--- src/hw/tracker_pkg.sv ---
//================================================
// Tracker shared types
//================================================

`default_nettype none

package tracker_pkg;

	// Calibration window is 2**7 = 128 samples
	localparam int CALIB_SAMPLES_LOG2 = 7;

	//================================================
	// Marker coordinates
	//================================================

	typedef logic [7:0] coord_t;

	// x in the top byte, z in the bottom byte
	typedef struct packed {
		coord_t x;
		coord_t y;
		coord_t z;
	} marker_coord_t;

	// Marker 0 sits in the low 24 bits
	typedef marker_coord_t [2:0] marker_set_t;

	// Index 3 behaves as marker 2
	typedef logic [1:0] marker_sel_t;

	// Height offset from baseline, range -255..255
	typedef logic signed [9:0] deviation_t;

	typedef enum logic [1:0] {
		FB_HOLD        = 2'd0,
		FB_MOVE_LOWER  = 2'd1,
		FB_MOVE_HIGHER = 2'd2,
		FB_CALIBRATING = 2'd3
	} feedback_code_t;

	//================================================
	// Stereo video path
	//================================================

	typedef enum logic [1:0] {
		VIEW_LEFT      = 2'd0,
		VIEW_RIGHT     = 2'd1,
		VIEW_RED_RIGHT = 2'd2,
		VIEW_RED_LEFT  = 2'd3
	} view_mode_t;

	// RGB332, red in the top bits
	typedef logic [7:0] pixel_t;

	// Low byte left image, high byte right image
	typedef logic [15:0] stereo_word_t;

	typedef logic [31:0] mem_addr_t;

	typedef struct packed {
		logic      read;
		mem_addr_t addr;
	} mem_req_t;

	typedef struct packed {
		logic      write;
		mem_addr_t addr;
		pixel_t    data;
	} fb_write_t;

endpackage

`default_nettype wire

--- src/hw/baseline_calibrator.sv ---
//================================================
// Marker baseline calibration
//================================================

`default_nettype none

module baseline_calibrator (
	input  logic                     CLOCK_50,
	input  logic                     reset,
	input  logic                     run,
	input  tracker_pkg::marker_set_t marker_coords,
	output tracker_pkg::marker_set_t baseline,
	output logic                     done
);
	import tracker_pkg::*;

	// Wide enough to hold 128 full-scale samples
	localparam int ACC_W = $bits(coord_t) + CALIB_SAMPLES_LOG2;

	typedef logic [ACC_W-1:0] calib_acc_t;
	typedef logic [CALIB_SAMPLES_LOG2-1:0] sample_count_t;

	typedef enum logic [1:0] {
		CALIB_SAMPLE,
		CALIB_AVERAGE,
		CALIB_DONE
	} calib_state_t;

	calib_state_t  state;
	sample_count_t sample_count;
	logic          sampling;

	// One accumulator per marker and axis
	calib_acc_t acc_x [3];
	calib_acc_t acc_y [3];
	calib_acc_t acc_z [3];

	assign sampling = run && (state == CALIB_SAMPLE);
	assign done = (state == CALIB_DONE);

	//================================================
	// Control
	//================================================

	always_ff @(posedge CLOCK_50) begin
		if (reset) begin
			state <= CALIB_SAMPLE;
			sample_count <= '0;
		end else begin
			case (state)
				CALIB_SAMPLE: begin
					if (run) begin
						sample_count <= sample_count + 1'b1;
						// Last of the 128 samples
						if (sample_count == '1) begin
							state <= CALIB_AVERAGE;
						end
					end
				end
				CALIB_AVERAGE: begin
					state <= CALIB_DONE;
				end
				default: begin
					state <= CALIB_DONE;
				end
			endcase
		end
	end

	//================================================
	// Sums and floor mean
	//================================================

	always_ff @(posedge CLOCK_50) begin
		for (int m = 0; m < 3; m++) begin
			if (sampling) begin
				// First sample loads, the rest add
				if (sample_count == '0) begin
					acc_x[m] <= calib_acc_t'(marker_coords[m].x);
					acc_y[m] <= calib_acc_t'(marker_coords[m].y);
					acc_z[m] <= calib_acc_t'(marker_coords[m].z);
				end else begin
					acc_x[m] <= acc_x[m] + calib_acc_t'(marker_coords[m].x);
					acc_y[m] <= acc_y[m] + calib_acc_t'(marker_coords[m].y);
					acc_z[m] <= acc_z[m] + calib_acc_t'(marker_coords[m].z);
				end
			end
			// Divide by 128 by dropping the low bits
			if (state == CALIB_AVERAGE) begin
				baseline[m].x <= acc_x[m][CALIB_SAMPLES_LOG2 +: $bits(coord_t)];
				baseline[m].y <= acc_y[m][CALIB_SAMPLES_LOG2 +: $bits(coord_t)];
				baseline[m].z <= acc_z[m][CALIB_SAMPLES_LOG2 +: $bits(coord_t)];
			end
		end
	end

endmodule

`default_nettype wire

--- src/hw/posture_feedback.sv ---
//================================================
// Posture height feedback
//================================================

`default_nettype none

module posture_feedback (
	input  logic                        CLOCK_50,
	input  logic                        reset,
	input  logic                        run,
	input  logic                        calibrated,
	input  tracker_pkg::marker_set_t    marker_coords,
	input  tracker_pkg::marker_set_t    baseline,
	input  tracker_pkg::marker_sel_t    marker_sel,
	input  tracker_pkg::coord_t         threshold,
	output tracker_pkg::feedback_code_t feedback_code,
	output logic                        posture_wrong
);
	import tracker_pkg::*;

	marker_sel_t   sel_idx;
	marker_coord_t tracked;
	marker_coord_t tracked_base;
	deviation_t    deviation;
	deviation_t    thr_pos;
	deviation_t    thr_neg;
	logic          stage1_valid;

	// Marker 3 does not exist, fold it onto marker 2
	assign sel_idx = (marker_sel == 2'd3) ? 2'd2 : marker_sel;
	assign tracked = marker_coords[sel_idx];
	assign tracked_base = baseline[sel_idx];

	assign thr_pos = deviation_t'({2'b00, threshold});
	assign thr_neg = -thr_pos;

	//================================================
	// Stage 1, height deviation
	//================================================

	always_ff @(posedge CLOCK_50) begin
		if (reset) begin
			stage1_valid <= 1'b0;
		end else if (run) begin
			stage1_valid <= calibrated;
		end
	end

	always_ff @(posedge CLOCK_50) begin
		if (run) begin
			deviation <= deviation_t'({2'b00, tracked.y})
				- deviation_t'({2'b00, tracked_base.y});
		end
	end

	//================================================
	// Stage 2, classification
	//================================================

	always_ff @(posedge CLOCK_50) begin
		if (reset) begin
			feedback_code <= FB_CALIBRATING;
			posture_wrong <= 1'b0;
		end else if (run && stage1_valid) begin
			if (deviation > thr_pos) begin
				feedback_code <= FB_MOVE_LOWER;
				posture_wrong <= 1'b1;
			end else if (deviation < thr_neg) begin
				// Too low, flag keeps its last value
				feedback_code <= FB_MOVE_HIGHER;
			end else begin
				feedback_code <= FB_HOLD;
				posture_wrong <= 1'b0;
			end
		end
	end

endmodule

`default_nettype wire

--- src/hw/stereo_compositor.sv ---
//================================================
// Stereo frame compositor
//================================================

`default_nettype none

module stereo_compositor #(
	parameter int FRAME_WIDTH  = 320,
	parameter int FRAME_HEIGHT = 240,
	parameter int FB_STRIDE    = 1024
) (
	input  logic                      CLOCK_50,
	input  logic                      reset,
	input  logic                      run,
	input  tracker_pkg::view_mode_t   view_mode,
	output tracker_pkg::mem_req_t     mem_req,
	input  logic                      mem_ack,
	input  tracker_pkg::stereo_word_t mem_rdata,
	output tracker_pkg::fb_write_t    fb_wr
);
	import tracker_pkg::*;

	localparam int COL_W = $clog2(FRAME_WIDTH);
	localparam int ROW_W = $clog2(FRAME_HEIGHT);

	typedef logic [COL_W-1:0] col_t;
	typedef logic [ROW_W-1:0] row_t;

	typedef enum logic {
		SCAN_READ,
		SCAN_WRITE
	} scan_state_t;

	localparam col_t LAST_COL = col_t'(FRAME_WIDTH - 1);
	localparam row_t LAST_ROW = row_t'(FRAME_HEIGHT - 1);

	scan_state_t state;
	col_t        x;
	row_t        y;
	col_t        x_next;
	row_t        y_next;
	logic        rd_strobe;
	logic        wr_strobe;
	pixel_t      wr_data;
	logic        rd_done;

	// Stored byte order is blue, green, red from the top
	function automatic pixel_t to_rgb332(input logic [7:0] raw);
		return {raw[2:0], raw[5:3], raw[7:6]};
	endfunction

	function automatic pixel_t compose(input stereo_word_t word, input view_mode_t mode);
		pixel_t left;
		pixel_t right;
		left = to_rgb332(word[7:0]);
		right = to_rgb332(word[15:8]);
		case (mode)
			VIEW_LEFT:      return left;
			VIEW_RIGHT:     return right;
			VIEW_RED_RIGHT: return {right[7:5], left[4:0]};
			default:        return {left[7:5], right[4:0]};
		endcase
	endfunction

	function automatic mem_addr_t pixel_addr(input col_t col, input row_t row,
		input int unsigned stride);
		return mem_addr_t'(col) + mem_addr_t'(row) * mem_addr_t'(stride);
	endfunction

	assign rd_done = rd_strobe && mem_ack;

	// Raster advance, wraps at both frame edges
	always_comb begin
		x_next = x + 1'b1;
		y_next = y;
		if (x == LAST_COL) begin
			x_next = '0;
			y_next = (y == LAST_ROW) ? '0 : y + 1'b1;
		end
	end

	//================================================
	// Scan FSM
	//================================================

	always_ff @(posedge CLOCK_50) begin
		if (reset) begin
			state <= SCAN_READ;
			x <= '0;
			y <= '0;
			rd_strobe <= 1'b0;
			wr_strobe <= 1'b0;
		end else begin
			case (state)
				SCAN_READ: begin
					if (rd_done) begin
						rd_strobe <= 1'b0;
						wr_strobe <= 1'b1;
						state <= SCAN_WRITE;
					end else if (!rd_strobe && run) begin
						rd_strobe <= 1'b1;
					end
				end
				default: begin
					// Write goes out this cycle, next read follows at once
					wr_strobe <= 1'b0;
					x <= x_next;
					y <= y_next;
					rd_strobe <= run;
					state <= SCAN_READ;
				end
			endcase
		end
	end

	always_ff @(posedge CLOCK_50) begin
		if (rd_done) begin
			wr_data <= compose(mem_rdata, view_mode);
		end
	end

	// Both addresses follow the raster position, steady during a read
	assign mem_req = '{read: rd_strobe, addr: pixel_addr(x, y, FRAME_WIDTH)};
	assign fb_wr = '{write: wr_strobe, addr: pixel_addr(x, y, FB_STRIDE), data: wr_data};

endmodule

`default_nettype wire

--- src/hw/tracker_top.sv ---
//================================================
// Marker tracker core
//================================================

`default_nettype none

module tracker_top #(
	parameter int FRAME_WIDTH  = 320,
	parameter int FRAME_HEIGHT = 240,
	parameter int FB_STRIDE    = 1024
) (
	input  logic                        CLOCK_50,
	input  logic                        reset,
	input  logic                        run,
	input  tracker_pkg::marker_set_t    marker_coords,
	input  tracker_pkg::marker_sel_t    marker_sel,
	input  tracker_pkg::coord_t         threshold,
	input  tracker_pkg::view_mode_t     view_mode,
	output tracker_pkg::mem_req_t       mem_req,
	input  logic                        mem_ack,
	input  tracker_pkg::stereo_word_t   mem_rdata,
	output tracker_pkg::fb_write_t      fb_wr,
	output tracker_pkg::feedback_code_t feedback_code,
	output logic                        posture_wrong
);
	import tracker_pkg::*;

	marker_set_t calib_baseline;
	logic        calib_done;

	//================================================
	// Posture path
	//================================================

	baseline_calibrator u_calibrator (
		.CLOCK_50      (CLOCK_50),
		.reset         (reset),
		.run           (run),
		.marker_coords (marker_coords),
		.baseline      (calib_baseline),
		.done          (calib_done)
	);

	posture_feedback u_feedback (
		.CLOCK_50      (CLOCK_50),
		.reset         (reset),
		.run           (run),
		.calibrated    (calib_done),
		.marker_coords (marker_coords),
		.baseline      (calib_baseline),
		.marker_sel    (marker_sel),
		.threshold     (threshold),
		.feedback_code (feedback_code),
		.posture_wrong (posture_wrong)
	);

	//================================================
	// Video path
	//================================================

	stereo_compositor #(
		.FRAME_WIDTH  (FRAME_WIDTH),
		.FRAME_HEIGHT (FRAME_HEIGHT),
		.FB_STRIDE    (FB_STRIDE)
	) u_compositor (
		.CLOCK_50  (CLOCK_50),
		.reset     (reset),
		.run       (run),
		.view_mode (view_mode),
		.mem_req   (mem_req),
		.mem_ack   (mem_ack),
		.mem_rdata (mem_rdata),
		.fb_wr     (fb_wr)
	);

endmodule

`default_nettype wire

--- config.mk ---
export PLATFORM = sky130hd
export DESIGN_NAME = tracker_top
export DESIGN_NICKNAME = d
export VERILOG_FILES = /design/src/hw/tracker_pkg.sv /design/src/hw/baseline_calibrator.sv /design/src/hw/posture_feedback.sv /design/src/hw/stereo_compositor.sv /design/src/hw/tracker_top.sv
export SDC_FILE = /design/constraint.sdc
export NUM_CORES = 1
export LEC_CHECK = 0
export BUFFER_PORTS_ARGS = -buffer_cell sky130_fd_sc_hd__buf_2
export CAP_MARGIN = 20
export CORE_MARGIN = 8
export CORE_UTILIZATION = 39
export DETAILED_ROUTE_END_ITERATION = 10
export HOLD_SLACK_MARGIN = 0.06
export PLACE_DENSITY_LB_ADDON = 0.1
export SETUP_SLACK_MARGIN = 0.15
export SLEW_MARGIN = 10
export SYNTH_ARGS = -nofsm -noshare
export SYNTH_HDL_FRONTEND = slang
export SYNTH_SLANG_ARGS = --single-unit
export TNS_END_PERCENT = 50
--- constraint.sdc ---
create_clock -name CLOCK_50 -period 3.27 [get_ports CLOCK_50]
set_clock_uncertainty 0.1 [all_clocks]
set_input_delay 0.4905 -clock CLOCK_50 [delete_from_list [all_inputs] [get_ports CLOCK_50]]
set_output_delay 0.4905 -clock CLOCK_50 [all_outputs]
set_load 0.01 [all_outputs]
==> flow_results.xml <==
<?xml version="1.0" encoding="UTF-8"?>
<metrics>
  <group name="global_routing">
    <metric name="initial_antenna_violation_count" unit="">0</metric>
    <metric name="track_usage" unit="">0.1443</metric>
    <metric name="overflow" unit="">0</metric>
    <metric name="use_met3" unit="">0.02921</metric>
    <metric name="grt_pass1_vias" unit="">5696</metric>
    <metric name="global_route.usage.met2" unit="">0.2347</metric>
    <metric name="global_route_wire_length_before_repair" unit="mm">28.44</metric>
    <metric name="grt_busiest_layer" unit="">met2</metric>
    <metric name="grt_start_max_net_pins" unit="">64</metric>
    <metric name="grt_use_met1" unit="">0.1862</metric>
  </group>
  <group name="synthesis">
    <metric name="number_of_synthesized_flops_with_an_enable_pin" unit="">86</metric>
    <metric name="yosys.area.top_type" unit="">edfxtp_1</metric>
    <metric name="ys_top_cells_by_area" unit="">edfxtp_1 33%, ha_1 11%, dfxtp_1 8.4%</metric>
    <metric name="ys_seq_elements" unit="">119</metric>
    <metric name="postSynthCellCount" unit="">788</metric>
    <metric name="yosysWarnings" unit="">0</metric>
    <metric name="synth.yosys.seq_area_share" unit="">0.4114</metric>
    <metric name="syn_area" unit="µm²">7884</metric>
    <metric name="syn_area_per_cell" unit="µm²">10.00</metric>
    <metric name="ys_async_sr_fraction" unit="">0</metric>
    <metric name="synth_top_area_share" unit="">0.3276</metric>
    <metric name="synth.lib_cells_used.distinct" unit="">67</metric>
    <metric name="synth_top_flop_cell" unit="">edfxtp_1</metric>
  </group>
  <group name="critical_path">
    <metric name="timing.critical_path.mode_cell" unit="">ha_4</metric>
    <metric name="setup.worst_path.class" unit="">reg -&gt; out</metric>
    <metric name="flop_to_flop_setup_slack" unit="ps">710</metric>
    <metric name="worstPathArrival" unit="ps">2870</metric>
    <metric name="crit_chain" unit="">ha_4 &gt; ha_4 &gt; fa_2 &gt; a211oi_2 &gt; nor2_1 &gt; xor2_1 &gt; or4b_4 &gt; o31ai_4 &gt; buf_2</metric>
    <metric name="critPathSlowestCell" unit="">or4b_4</metric>
    <metric name="worst_ep_required_time" unit="ps">2680</metric>
    <metric name="critPathCaptureType" unit="">output port</metric>
    <metric name="worst_path_largest_cell_delay" unit="ps">520</metric>
    <metric name="worst_reg2reg_path_length_in_cells" unit="">8</metric>
    <metric name="critical_path_peak_fanout" unit="">2</metric>
    <metric name="worstSetupStartpointType" unit="">flop</metric>
  </group>
  <group name="clocking">
    <metric name="worstSkewPairLatency" unit="ps">420</metric>
    <metric name="cts_hold_repair.buffers" unit="">0</metric>
    <metric name="clk_transition_reported_paths" unit="ps">50</metric>
    <metric name="cts_num_sinks" unit="">119</metric>
    <metric name="inserted_clock_buffers" unit="">17</metric>
    <metric name="cts_root_buffer" unit="">clkbuf_16</metric>
    <metric name="htree_levels" unit="">4</metric>
    <metric name="cts_tree" unit="">built</metric>
    <metric name="clockBufferDepth" unit="">2</metric>
  </group>
  <group name="finish">
    <metric name="utilization_of_the_core_after_routing" unit="">0.4662</metric>
    <metric name="insertedDiodeCount" unit="">0</metric>
    <metric name="post_route_cells_drive_above_1_share" unit="">0.2155</metric>
    <metric name="syn2layout_area_growth" unit="%">18.50</metric>
    <metric name="fin_nets" unit="">1085</metric>
  </group>
  <group name="floorplanning">
    <metric name="floorplan.die.width" unit="µm">158.2</metric>
    <metric name="die_h" unit="µm">158.2</metric>
    <metric name="initial_core_util" unit="">0.3934</metric>
    <metric name="standard_cell_core_area" unit="µm²">20040</metric>
    <metric name="core.rowCount" unit="">52</metric>
    <metric name="top_level_ports" unit="">181</metric>
    <metric name="design.die.area" unit="µm²">25020</metric>
  </group>
  <group name="worst_hold_path">
    <metric name="holdCritPathClass" unit="">in -&gt; reg</metric>
    <metric name="worst_hold_path.num_cells" unit="">2</metric>
  </group>
  <group name="power">
    <metric name="power.internal" unit="W">0.003121</metric>
    <metric name="max-vdd-ir-drop" unit="V">0.0003593</metric>
    <metric name="switching_share" unit="">0.2638</metric>
    <metric name="switching_power" unit="W">0.001118</metric>
    <metric name="power.share.combinational" unit="">0.172</metric>
    <metric name="share_clk_of_total_power" unit="">0.413</metric>
    <metric name="sequentialPowerShare" unit="">0.416</metric>
    <metric name="total_leakage_power" unit="nW">4.037</metric>
    <metric name="power_density" unit="nW/µm²">453.8</metric>
  </group>
  <group name="outcome">
    <metric name="run_status" unit="">complete, but fails checks</metric>
    <metric name="violated_checks" unit="">setup timing</metric>
  </group>
  <group name="placed_design">
    <metric name="detailedPlacementHpwl" unit="mm">13.13</metric>
    <metric name="io_buffer_count" unit="">102</metric>
    <metric name="gp_routability_congestion" unit="">0.7732</metric>
    <metric name="place_ws" unit="ps">131.5</metric>
  </group>
  <group name="sta">
    <metric name="rsz0062_at_grt" unit="">true</metric>
    <metric name="slew_violations" unit="">0</metric>
    <metric name="worst_tran_pin_value" unit="ps">746.3</metric>
    <metric name="fin_ws" unit="ps">-190.8</metric>
    <metric name="min_period" unit="ps">3461</metric>
    <metric name="hold_violations" unit="">0</metric>
    <metric name="final-setup-viol-count" unit="">3</metric>
    <metric name="timing.max_slew.rel_slack" unit="">0.5025</metric>
    <metric name="fin_crit_sh" unit="">1.058</metric>
    <metric name="clock.fmax" unit="MHz">289.0</metric>
  </group>
  <group name="run">
    <metric name="timing.max_cap.violations" unit="">0</metric>
  </group>
  <group name="detailed_routing">
    <metric name="num_vias" unit="">5894</metric>
    <metric name="drc" unit="">0</metric>
    <metric name="wl" unit="mm">17.53</metric>
    <metric name="drtIter0Drc" unit="">231</metric>
    <metric name="dr.pass1.iters" unit="">4</metric>
    <metric name="postRouteAntennaNets" unit="">0</metric>
    <metric name="detail_route.wl_per_cell" unit="µm">14.74</metric>
    <metric name="post_drt_via_cell_ratio" unit="">4.957</metric>
  </group>
</metrics>
cells by family (layout without fill, tap and decap cells):
| logic type | after synthesis | in the layout | synth area share |
|---|---|---|---|
| and+or+nand+nor | 220 | 220 | 0.1381 |
| xor gates and xnor gates | 53 | 53 | 0.05888 |
| muxes | 30 | 30 | 0.03952 |
| other | 1 | 30 | 0.0004757 |
| DFF | 119 | 119 | 0.4114 |
| buffers and inverters | 98 | 200 | 0.06745 |
| AOI/OAI and AO/OA | 192 | 192 | 0.1595 |
| adders and majority gates | 75 | 75 | 0.1247 |
routing by layer:
metal,up-vias,part of all wire
met3,17,0.070
met1,2709,0.46
met5,-,0
met2,139,0.45
met4,0,0.012
li1,3029,-
worst paths after layout:
check,from,to
max,u_compositor.y[1],mem_req[16]
min,mem_ack,u_compositor.rd_strobe
max reg2reg,u_calibrator.acc_y[2][0],u_calibrator.acc_y[2][10]
min reg2reg,u_feedback.posture_wrong,u_feedback.posture_wrong
power groups by stage:
stage	Sequential, W	Combinational, W	Clock [W]
finish	0.00176	0.000728	0.00175
global route	0.00177	0.000842	0.00186
CTS	0.00176	0.000739	0.00180
detailed placement	0.00179	0.000734	0
global placement	0.00179	0.000730	0
floorplan	0.00178	0.000572	0
layout by cell type, fill, tap and decap left out, types with 16 or more instances in the layout:
cell,count
buf_2,102
edfxtp_1,86
o21ai_0,56
dfxtp_1,30
a21oi_1,49
conb_1,30
ha_1,63
xor2_1,26
xnor2_1,26
clkbuf_16,19
mux2i_1,21
nand2_1,70
buf_4,20
nor2_1,55
inv_1,43
o21a_1,16
sequential cells by signal (all words and copies together) (netlist names):
name	flops
u_calibrator.acc_y	45
u_calibrator.baseline	24
u_calibrator.sample_count	7
u_calibrator.state	2
u_compositor.rd_strobe	1
u_compositor.state	1
u_compositor.wr_data	8
u_compositor.wr_strobe	1
u_compositor.x	9
u_compositor.y	8
u_feedback.deviation	9
u_feedback.feedback_code	2
u_feedback.posture_wrong	1
u_feedback.stage1_valid	1
repair_timing:
item                       in CTS  in global routing
setup endpoints to repair       4                  5
resized for setup              14                  2
gates cloned                    0                  0
setup buffers                   4                  1
pin swaps                       9                  1
area by class of cell:
cell class | count | area [µm²]
inverters | 43 | 161.4
clock buffers | 25 | 518.0
well taps | 270 | 337.8
clock inverters | 7 | 37.54
flip-flops and latches | 119 | 3249
multi-input cells | 600 | 4335
repair buffers | 125 | 703.2
fillers | 1937 | 10700
cell usage after synthesis, drive strengths merged, types with 10 or more instances:
cell	count
a21o	11
a21oi	50
buf	46
dfxtp	33
edfxtp	86
ha	69
inv	43
mux2i	21
nand2	70
nand3	14
nor2	56
nor3	14
o21a	16
o21ai	57
o31ai	10
or3	14
xnor2	26
xor2	27
metrics by stage:
| stage | instance area [µm²] | std cells | hold WS (ps) | power [W] | setup TNS, ps |
|---|---|---|---|---|---|
| finish | 9343 | 1189 | 175.8 | 0.004240 | -435.3 |
| global route | 9343 | 1189 | 174.7 | 0.004479 | -879.5 |
| global placement | 8656 | 1152 | 343.0 | 0.002524 | 0 |
| CTS | 9320 | 1188 | 151.2 | 0.004300 | -459.1 |
| floorplan | 8028 | 817 | 330.7 | 0.002353 | 0 |
| detailed placement | 8656 | 1152 | 346.7 | 0.002529 | 0 |
critical path: cells and delay by family (launching register included):
family                     cells  cell delay [ps]
DFF                            1              330
AOI/OAI and AO/OA              2              420
xor gates and xnor gates       1              170
buffers and inverters          1              160
and+or+nand+nor                2              610
adders and majority gates      3              780
Power figures use the tool's default switching activity.
